<file path="src/redmule_pkg.sv">
/*
 * RedMulE package: array sizes, element types, PE opcodes and the
 * command struct shared by the feeder, the PE row and the drain
 */

package redmule_pkg;

  // Array geometry and element widths
  localparam int unsigned NUM_PE = 4;
  localparam int unsigned OPND_W = 8;
  localparam int unsigned ACC_W  = 24;
  localparam int unsigned K_W    = 6;

  // Signed operand and accumulator elements
  typedef logic signed [OPND_W-1:0] opnd_t;
  typedef logic signed [ACC_W-1:0]  acc_t;

  // One weight per PE, element j belongs to PE j
  typedef opnd_t [NUM_PE-1:0] w_row_t;

  // Bias and result vectors share the accumulator width
  typedef acc_t [NUM_PE-1:0] acc_vec_t;

  // PE opcode
  typedef enum logic [1:0] {
    OP_IDLE = 2'd0,
    OP_BIAS = 2'd1,
    OP_MAC  = 2'd2
  } pe_op_e;

  // Command broadcast from the feeder to every PE
  typedef struct packed {
    pe_op_e op;
    logic   last;   // final beat of the job
    opnd_t  x;
    w_row_t w;
  } pe_cmd_t;

  // Feeder FSM states
  typedef enum logic [1:0] {
    ST_IDLE = 2'd0,
    ST_BIAS = 2'd1,
    ST_RUN  = 2'd2
  } pe_state_e;

endpackage : redmule_pkg

</file>
<file path="src/redmule_feeder.sv">
/*
 * RedMulE feeder: job scheduler FSM that registers the start and the beats
 * and issues one registered command per event to the PE row
 */

`timescale 1ns/1ps

module redmule_feeder (
  input  logic                        clk_i,
  input  logic                        reset_i,
  input  logic                        start_i,
  input  logic [redmule_pkg::K_W-1:0] k_len_i,
  input  redmule_pkg::acc_vec_t       y_bias_i,
  input  logic                        beat_valid_i,
  input  redmule_pkg::opnd_t          x_i,
  input  redmule_pkg::w_row_t         w_i,
  input  logic                        z_valid_i,
  output logic                        busy_o,
  output redmule_pkg::pe_cmd_t        cmd_o,
  output redmule_pkg::acc_vec_t       bias_o
);

  import redmule_pkg::*;

  pe_state_e      state_q, state_d;
  logic [K_W-1:0] remain_q;
  logic           busy_q;
  logic           start_acc;
  logic           beat_acc;
  logic           beat_last;
  logic           beat_q;
  logic           last_q;
  opnd_t          x_q;
  w_row_t         w_q;

  // Busy drops together with the completion pulse, so a start in that cycle is taken
  assign busy_o    = busy_q & ~z_valid_i;
  assign start_acc = start_i & ~busy_o;
  // Beats count only in ST_RUN, i.e. from the second cycle after the start
  assign beat_acc  = beat_valid_i & (state_q == ST_RUN);
  assign beat_last = (remain_q == K_W'(1));

  always_comb begin
    state_d = state_q;
    case (state_q)
      ST_IDLE: begin
        if (start_acc) begin
          state_d = ST_BIAS;
        end
      end
      ST_BIAS: state_d = ST_RUN;
      ST_RUN: begin
        if (beat_acc && beat_last) begin
          state_d = ST_IDLE;
        end
      end
      default: state_d = ST_IDLE;
    endcase
  end

  always_ff @(posedge clk_i) begin
    if (reset_i) begin
      state_q  <= ST_IDLE;
      busy_q   <= 1'b0;
      remain_q <= '0;
      beat_q   <= 1'b0;
      last_q   <= 1'b0;
      cmd_o    <= '0;
    end else begin
      state_q <= state_d;
      // Set wins over clear for back-to-back jobs
      if (start_acc) begin
        busy_q <= 1'b1;
      end else if (z_valid_i) begin
        busy_q <= 1'b0;
      end
      if (start_acc) begin
        remain_q <= k_len_i;
      end else if (beat_acc) begin
        remain_q <= remain_q - K_W'(1);
      end
      beat_q <= beat_acc;
      last_q <= beat_acc & beat_last;
      // Command stage, one cycle behind the sampled event
      if (state_q == ST_BIAS) begin
        cmd_o.op   <= OP_BIAS;
        cmd_o.last <= 1'b0;
      end else if (beat_q) begin
        cmd_o.op   <= OP_MAC;
        cmd_o.last <= last_q;
      end else begin
        cmd_o.op   <= OP_IDLE;
        cmd_o.last <= 1'b0;
      end
      cmd_o.x <= x_q;
      cmd_o.w <= w_q;
    end
  end

  // Operand capture
  always_ff @(posedge clk_i) begin
    if (start_acc) begin
      bias_o <= y_bias_i;
    end
    if (beat_acc) begin
      x_q <= x_i;
      w_q <= w_i;
    end
  end

endmodule : redmule_feeder

</file>
<file path="src/redmule_pe.sv">
/*
 * RedMulE processing element: registered signed multiply, then a wrapping
 * accumulator that loads the bias or adds the product
 */

`timescale 1ns/1ps

module redmule_pe (
  input  logic                 clk_i,
  input  logic                 reset_i,
  input  redmule_pkg::pe_cmd_t cmd_i,
  input  redmule_pkg::opnd_t   w_sel_i,
  input  redmule_pkg::acc_t    bias_i,
  output redmule_pkg::acc_t    acc_o,
  output logic                 last_o
);

  import redmule_pkg::*;

  acc_t   prod;
  acc_t   val_q;
  pe_op_e op_q;
  logic   last_q;

  // Operands sign-extended to the accumulator width first
  assign prod = acc_t'(cmd_i.x) * acc_t'(w_sel_i);

  // Stage 1: product or bias, with opcode and last flag
  always_ff @(posedge clk_i) begin
    if (reset_i) begin
      op_q   <= OP_IDLE;
      last_q <= 1'b0;
    end else begin
      op_q   <= cmd_i.op;
      last_q <= cmd_i.last;
    end
  end

  always_ff @(posedge clk_i) begin
    val_q <= (cmd_i.op == OP_BIAS) ? bias_i : prod;
  end

  // Stage 2: accumulator, wraps modulo 2^ACC_W
  always_ff @(posedge clk_i) begin
    if (reset_i) begin
      acc_o  <= '0;
      last_o <= 1'b0;
    end else begin
      last_o <= last_q;
      if (op_q == OP_BIAS) begin
        acc_o <= val_q;
      end else if (op_q == OP_MAC) begin
        acc_o <= acc_o + val_q;
      end
    end
  end

endmodule : redmule_pe

</file>
<file path="src/redmule_drain.sv">
/*
 * RedMulE drain: stores the PE accumulators once the last term has been
 * added and flags the finished result vector
 */

`timescale 1ns/1ps

module redmule_drain (
  input  logic                  clk_i,
  input  logic                  reset_i,
  input  redmule_pkg::acc_vec_t acc_i,
  input  logic                  last_i,
  output logic                  z_valid_o,
  output redmule_pkg::acc_vec_t z_o
);

  // last_i arrives with the final accumulator update
  // Capture one cycle later when every PE holds its final sum
  always_ff @(posedge clk_i) begin
    if (reset_i) begin
      z_valid_o <= 1'b0;
    end else begin
      z_valid_o <= last_i;
    end
  end

  // Result held until the next job completes
  always_ff @(posedge clk_i) begin
    if (reset_i) begin
      z_o <= '0;
    end else if (last_i) begin
      z_o <= acc_i;
    end
  end

endmodule : redmule_drain

</file>
<file path="src/redmule_top.sv">
/*
 * RedMulE top: feeder, a row of multiply-accumulate PEs and the result drain,
 * computing z = y + x * W over K streamed beats
 */

`timescale 1ns/1ps

module redmule_top (
  input  logic                        clk_i,
  input  logic                        reset_i,
  input  logic                        start_i,
  input  logic [redmule_pkg::K_W-1:0] k_len_i,
  input  redmule_pkg::acc_vec_t       y_bias_i,
  input  logic                        beat_valid_i,
  input  redmule_pkg::opnd_t          x_i,
  input  redmule_pkg::w_row_t         w_i,
  output logic                        busy_o,
  output logic                        z_valid_o,
  output redmule_pkg::acc_vec_t       z_o
);

  import redmule_pkg::*;

  pe_cmd_t           cmd;
  acc_vec_t          bias;
  acc_vec_t          pe_acc;
  logic [NUM_PE-1:0] pe_last;

  redmule_feeder i_feeder (
    .clk_i        ( clk_i        ),
    .reset_i      ( reset_i      ),
    .start_i      ( start_i      ),
    .k_len_i      ( k_len_i      ),
    .y_bias_i     ( y_bias_i     ),
    .beat_valid_i ( beat_valid_i ),
    .x_i          ( x_i          ),
    .w_i          ( w_i          ),
    .z_valid_i    ( z_valid_o    ),
    .busy_o       ( busy_o       ),
    .cmd_o        ( cmd          ),
    .bias_o       ( bias         )
  );

  // PE row, all in lockstep on the broadcast command
  for (genvar j = 0; j < NUM_PE; j++) begin : gen_pe
    redmule_pe i_pe (
      .clk_i   ( clk_i      ),
      .reset_i ( reset_i    ),
      .cmd_i   ( cmd        ),
      .w_sel_i ( cmd.w[j]   ),
      .bias_i  ( bias[j]    ),
      .acc_o   ( pe_acc[j]  ),
      .last_o  ( pe_last[j] )
    );
  end

  redmule_drain i_drain (
    .clk_i     ( clk_i      ),
    .reset_i   ( reset_i    ),
    .acc_i     ( pe_acc     ),
    .last_i    ( pe_last[0] ),
    .z_valid_o ( z_valid_o  ),
    .z_o       ( z_o        )
  );

endmodule : redmule_top

</file>
<file path="config.mk">
export PLATFORM = sky130hd
export DESIGN_NAME = redmule_top
export DESIGN_NICKNAME = d
export VERILOG_FILES = /design/src/redmule_pkg.sv /design/src/redmule_feeder.sv /design/src/redmule_pe.sv /design/src/redmule_drain.sv /design/src/redmule_top.sv
export SDC_FILE = /design/constraint.sdc
export NUM_CORES = 2
export LEC_CHECK = 0
export ABC_AREA = 1
export BUFFER_PORTS_ARGS = -buffer_cell sky130_fd_sc_hd__buf_2
export CAP_MARGIN = 0
export CORE_MARGIN = 2
export CORE_UTILIZATION = 62
export DETAILED_ROUTE_END_ITERATION = 6
export PLACE_DENSITY = 0.8
export RECOVER_POWER = 25
export SETUP_SLACK_MARGIN = 0.15
export SYNTH_ARGS = -nofsm -noshare
export SYNTH_HDL_FRONTEND = slang
export SYNTH_SLANG_ARGS = --single-unit
</file>
<file path="constraint.sdc">
create_clock -name clk_i -period 4.75 [get_ports clk_i]
set_input_delay 0 -clock clk_i [delete_from_list [all_inputs] [get_ports clk_i]]
set_output_delay 0 -clock clk_i [all_outputs]
set_load 0.01 [all_outputs]
</file>
# After elaboration in Yosys (flattened, before gate mapping)

Index checks and enable logic that the tools add are counted.

Memory bits (read-only): 0
Memory bits (writable): 0
Flip-flop bits (word level): 483
Latch bits: 0
Memories kept: 0

Magnitude comparators: 0
Add/sub/neg operators: 5
Shift-type cells: 0
Reduce and logical (&&, ||, !) cells: 8
Multiply operators: 4
Muxes and demuxes: 21
Eq/ne operators: 8
Divide/modulo/power cells: 0
Bitwise gates (word level): 7

Operator list:

| operator              | number |
|---|---|
| $mux W24              | 12 |
| $add A24 B24 Y24      | 4 |
| $mul A8 B8 Y16        | 4 |
| $mux W6               | 2 |
| $eq A2 B1 Y1 const B  | 3 |
| $eq A6 B1 Y1 const B  | 1 |
| $mux W2               | 3 |
| $pmux W2 S3           | 1 |
| $reduce_bool A2 Y1    | 3 |
| $sub A6 B1 Y6 const B | 1 |
| $and A1 B1 Y1         | 4 |
| $eq A2 B2 Y1 const B  | 2 |
| $mux W3               | 1 |
| $not A1 Y1            | 3 |
| $reduce_or A3 Y1      | 1 |
| $logic_not A2 Y1      | 1 |
| $mux W1               | 2 |
| $ne A2 B1 Y1 const B  | 1 |
| $ne A2 B2 Y1 const B  | 1 |
| $reduce_and A2 Y1     | 1 |
| $reduce_or A2 Y1      | 1 |
| $logic_and A1 B1 Y1   | 1 |

# Depth between registers and ports, before layout

Word-level depth: 6
Gate-level depth with buffers: 22
Mapped depth without buffers: 20

# Hierarchy

Synthesis repeated with hierarchy kept, for this count alone.

Cells, all modules: 4607
Area, all modules: 34221.6 µm²

Modules (own cells, without submodules):

| module                      | cells an instance | instances | area an instance (µm²) |
|---|---|---|---|
| redmule_pe (gen_pe[2].i_pe) | 911               | 1         | 6124.6 |
| redmule_pe (gen_pe[0].i_pe) | 904               | 1         | 6105.9 |
| redmule_pe (gen_pe[1].i_pe) | 915               | 1         | 6089.6 |
| redmule_pe (gen_pe[3].i_pe) | 901               | 1         | 6069.6 |
| redmule_feeder              | 365               | 1         | 5921.9 |
| redmule_drain               | 611               | 1         | 3910.0 |

# Worst setup path before layout

Ideal clock, no wire load.

Path kind: register -> register
From: reg i_feeder.cmd_o[39] (netlist name)
To: reg gen_pe[1].i_pe.val_q[15]
Arrival: 4.172 ns
Setup time: 0.129 ns
Data required time: 4.621 ns
Path slack: 0.449 ns
Clock period less this slack: 4.301 ns
Stages on the path, launching flop included: 18
Cells stage by stage: dfxtp_1 > clkbuf_1 > nand2_1 > fa_1 > inv_1 > fa_1 > inv_1 > fa_1 > inv_1 > fa_1 > ha_1 > inv_1 > nor3_2 > nand3_1 > nand4_1 > inv_1 > o21ai_2 > nand2_1

Word-level cells in the longest chain between the ends: 2

Ends and longest elaborated chain:

| element                | RTL line             | source |
|---|---|---|
| start: declaration     | redmule_feeder.sv:19 | `output redmule_pkg::pe_cmd_t cmd_o,` |
| $mul A8 B8 Y16         | redmule_pe.sv:26     | `assign prod = acc_t'(cmd_i.x) * acc_t'(w_sel_i);` |
| $mux W24               | redmule_pe.sv:40     | `val_q <= (cmd_i.op == OP_BIAS) ? bias_i : prod;` |
| end signal: assignment | redmule_pe.sv:40     |  |
| end: declaration       | redmule_pe.sv:21     | `acc_t val_q;` |

No other way between the ends.
A chain may end at the register's enable or synchronous reset.

# Worst setup path after layout

From: reg i_feeder.cmd_o[39] (netlist name)
To: reg gen_pe[3].i_pe.val_q[18]

Word-level cells in the longest chain between the ends: 2

Ends and longest elaborated chain:

| element                | RTL line |
|---|---|
| $mul A8 B8 Y16         | redmule_pe.sv:26 |
| $mux W24               | redmule_pe.sv:40 |
| end signal: assignment | redmule_pe.sv:40 |
| end: declaration       | redmule_pe.sv:21 |

No other way between the ends.

==> impl_summary.log <==
INFO  metric hold_viol_final = 0
INFO  metric fin_crit_sh = 93.2%
INFO  metric setup_viol = 0
INFO  metric synth-edff-count = 136
INFO  metric place_hpwl = ~63,000 µm
INFO  metric clock_path_buffers = 3
INFO  metric cts.sink_count = about 480
INFO  metric min_period = 4.43 ns
INFO  metric max_slew.worst_pin.slew = roughly 3.8 ns
INFO  metric tns = 0 ns
INFO  metric via_count_of_the_first_global_routing_pass = 27,870
INFO  metric failed_checks = max-capacitance violations, max-slew violations
INFO  metric synth.cell_area = 32,700 µm²
INFO  metric design.final.nets = slightly above 5,000
INFO  metric timing_worst_setup_path_type = reg2reg
INFO  metric pin_count_of_the_biggest_net_entering_global_routing = 97
INFO  metric commonest_cells_after_routing_fill_and_taps_aside = sky130_fd_sc_hd__nand2_1 (883), sky130_fd_sc_hd__inv_1 (810), sky130_fd_sc_hd__nor2_1 (368)
INFO  metric worst_hold_slack = 0.0905 ns
INFO  metric syn-mean-instance-area = about 7.7 µm²
INFO  metric final.setup_skew = 0.0434 ns
INFO  metric worst_case_vdd_ir_drop = between 0.3 and 0.4 mV
INFO  metric die_area = 54,600 µm²
INFO  metric final_max_slew_viol_count = 76
INFO  metric worst-path-max-fanout = 32
INFO  metric synth-async-reset-ratio = 0%
INFO  metric gr-usage-all-layers = 32.4%
INFO  metric clk_root_buffer_cell = sky130_fd_sc_hd__clkbuf_16
INFO  metric grt-ovfl-total = 0
INFO  metric final_common_cell = sky130_fd_sc_hd__nand2_1
INFO  metric critPathRequiredTime = 5.25 ns
INFO  metric leakagePower = between 15 and 20 nW
INFO  metric timing.rr.start = i_feeder.cmd_o[39]$_SDFF_PP0_
INFO  metric placer_congestion_estimate = 0.987
INFO  metric row_count = 84
INFO  metric synth_ff_type = sky130_fd_sc_hd__dfxtp_1
INFO  metric firstDrtPassIters = 6
INFO  metric p_per_area = 303 nW/µm²
INFO  metric postSynthRegisterBits = around 480
INFO  metric worstPathArrival = 4.93 ns
INFO  metric min-delay-start = y_bias_i[65]
INFO  metric postRouteAntennaNets = 0
INFO  metric clock_insertion_delay_worst_skew = 0.63 ns
INFO  metric synth_seq_area_share = approximately a third
INFO  metric wire_length_of_the_first_global_routing_pass = 141,000 µm
INFO  metric total_nets_after_synthesis = 4,824
INFO  metric floorplan.core_area = 52,300 µm²
INFO  metric ys_warn_count = 0
INFO  metric synth.distinct_cells = 44
INFO  metric worst_setup_path_end_kind = register
INFO  metric min_path_type = in2reg
INFO  metric port_buffers = 243
INFO  metric cts_inserted_buffers = 49
INFO  metric initial_core_utilization = between 60% and 70%
INFO  metric totalWireLength = just under 90,000 µm
INFO  metric tritoncts = yes
INFO  metric io_pins = 244
INFO  metric number_of_design_rule_violations_left_after_detail_routing = 0
INFO  metric clk_transition_reported_paths = 0.06 ns
INFO  metric critPathLaunch = i_feeder.cmd_o[39]$_SDFF_PP0_
INFO  metric slew_headroom = -154%
INFO  metric avgViaCountPerCell = 5.40
INFO  metric layout-drive-gt1-share = 8.88%
INFO  metric antenna_found_initial = 0
INFO  metric max_freq = 226 MHz
INFO  metric die_y = 234 µm
INFO  metric post_cts_buffers = 0
INFO  metric rsz0062_at_grt = true
INFO  metric die_width = 234 µm
INFO  metric timing.critical_path.from_type = register
INFO  metric number_of_violations_of_the_max_capacitance_limit = 1
INFO  metric cell_count_after_synthesis = approximately 4,200
INFO  metric detailroute.via_count = about 29,000
INFO  metric detail_route.iter0.violations = roughly 2,200
INFO  metric run_status = complete, but fails checks
INFO  metric synthToLayoutAreaGrowth = 15.1%
INFO  metric ctsHtreeMaxLevel = 2
INFO  metric wire_per_inst = 16.6 µm
## sequential cells by signal, indices dropped and copies added, names as in the netlist, 2 cells and up
register	flops
gen_pe.i_pe.op_q	2
i_feeder.remain_q	6
i_feeder.bias_o	96
i_feeder.x_q	8
i_drain.z_o	96
i_feeder.w_q	32
i_feeder.cmd_o	43
gen_pe.i_pe.val_q	96
gen_pe.i_pe.acc_o	96
i_feeder.state_q	2
## critical path: stages, from the launching register on
cell and delay (ns):
sky130_fd_sc_hd__dfxtp_1 0.36, sky130_fd_sc_hd__buf_12 0.21, sky130_fd_sc_hd__nand2_1 0.16, sky130_fd_sc_hd__fa_2 0.67, sky130_fd_sc_hd__buf_4 0.14, sky130_fd_sc_hd__fa_1 0.44
sky130_fd_sc_hd__fa_1 0.53, sky130_fd_sc_hd__inv_1 0.05, sky130_fd_sc_hd__fa_1 0.43, sky130_fd_sc_hd__ha_1 0.35, sky130_fd_sc_hd__inv_1 0.10, sky130_fd_sc_hd__o21ai_0 0.26
sky130_fd_sc_hd__a31oi_1 0.13, sky130_fd_sc_hd__nand3_1 0.11, sky130_fd_sc_hd__nand3_1 0.13, sky130_fd_sc_hd__nand3_4 0.19, sky130_fd_sc_hd__nand2_1 0.08
## cells in the mapped netlist, types with 6 or more instances
master | count | area share [%]
sky130_fd_sc_hd__nand3_1 | 159 | 2.4
sky130_fd_sc_hd__ha_1 | 211 | 8.1
sky130_fd_sc_hd__inv_1 | 811 | 9.3
sky130_fd_sc_hd__nor2_1 | 369 | 4.2
sky130_fd_sc_hd__nor3_1 | 33 | 0.51
sky130_fd_sc_hd__nand4_1 | 51 | 0.98
sky130_fd_sc_hd__nor2_2 | 23 | 0.44
sky130_fd_sc_hd__dfxtp_1 | 347 | 21
sky130_fd_sc_hd__o21bai_1 | 16 | 0.37
sky130_fd_sc_hd__buf_2 | 25 | 0.38
sky130_fd_sc_hd__fa_1 | 224 | 14
sky130_fd_sc_hd__xnor2_1 | 33 | 0.88
sky130_fd_sc_hd__nand2_2 | 29 | 0.55
sky130_fd_sc_hd__nand3b_1 | 6 | 0.14
sky130_fd_sc_hd__a21oi_1 | 314 | 4.8
sky130_fd_sc_hd__a21oi_2 | 11 | 0.29
sky130_fd_sc_hd__clkbuf_1 | 107 | 1.2
sky130_fd_sc_hd__edfxtp_1 | 136 | 12
sky130_fd_sc_hd__o21ai_2 | 6 | 0.16
sky130_fd_sc_hd__o211ai_1 | 7 | 0.16
sky130_fd_sc_hd__or2_2 | 7 | 0.13
sky130_fd_sc_hd__o21ai_1 | 8 | 0.12
sky130_fd_sc_hd__a31oi_1 | 9 | 0.17
sky130_fd_sc_hd__clkbuf_2 | 19 | 0.29
sky130_fd_sc_hd__xor2_1 | 30 | 0.80
sky130_fd_sc_hd__or2_1 | 9 | 0.17
sky130_fd_sc_hd__o31ai_1 | 6 | 0.14
sky130_fd_sc_hd__nand2_1 | 884 | 10
sky130_fd_sc_hd__o21ai_0 | 316 | 4.8
## final timing paths
path                                                          to  slack [ns]  cells after the start
worst min register to register  gen_pe[0].i_pe.last_o$_SDFF_PP0_        0.41                      2
worst max register to register  gen_pe[3].i_pe.val_q[18]$_DFF_P_        0.32                     16
worst min-delay path               i_feeder.bias_o[65]$_DFFE_PP_        0.09                      2
worst max-delay path            gen_pe[3].i_pe.val_q[18]$_DFF_P_        0.32                     16
## per-layer routing
layer	up-vias	wire length [µm]	GRT usage, %
met5	-	0	0
met4	0	3560	12.8
met3	212	6310	4.38
met2	1101	41000	53.8
met1	13407	37100	42.9
li1	13952	-	-
## metrics by stage
stage,setup slack (ns),utilization [%],area [µm²],power (mW),cells
after floorplan,0.449,-,32700,6.66,4243
after global placement,0.408,66.2,34600,7.40,5070
after detailed placement,0.257,66.2,34600,7.46,5070
after CTS,0.283,71.9,37700,11.4,5307
after global routing,0.118,71.9,37600,12.0,5307
final,0.324,71.9,37600,11.4,5308
## repair_timing
action                                 in CTS  in global routing
setup endpoints to repair                   0                 35
hold buffers                              145                  0
endpoints found under the hold margin     218                  0
resized for setup                           0                 12
## logic make-up after synthesis
| group | count (synthesis) | synth area share [%] |
|---|---|---|
| AO/OA/AOI/OAI | 705 | 11.3 |
| XOR/XNOR | 63 | 1.69 |
| adder cells (fa/ha/maj) | 435 | 21.8 |
| buffers and inverters | 974 | 11.4 |
| flip-flops | 483 | 33.7 |
| AND/OR/NAND/NOR | 1583 | 20.1 |
## layout make-up
type,instances,area [µm²]
inverter,817,3070
antenna,1,2.50
clock buffer,70,1400
sequential,483,11000
fill,4135,14700
timing repair buffer,441,3070
clock inverter,22,183
multi-input combinational,2786,18000
tap,688,861
## report_power, final
group / leakage (nW) / internal (mW) / total (mW) / switching [mW]
clock: 0.774 / 2.13 / 3.86 / 1.73
combinational: 14.9 / 1.03 / 2.70 / 1.67
sequential: 4.12 / 4.56 / 4.85 / 0.285
Power figures use the tool's default switching activity.
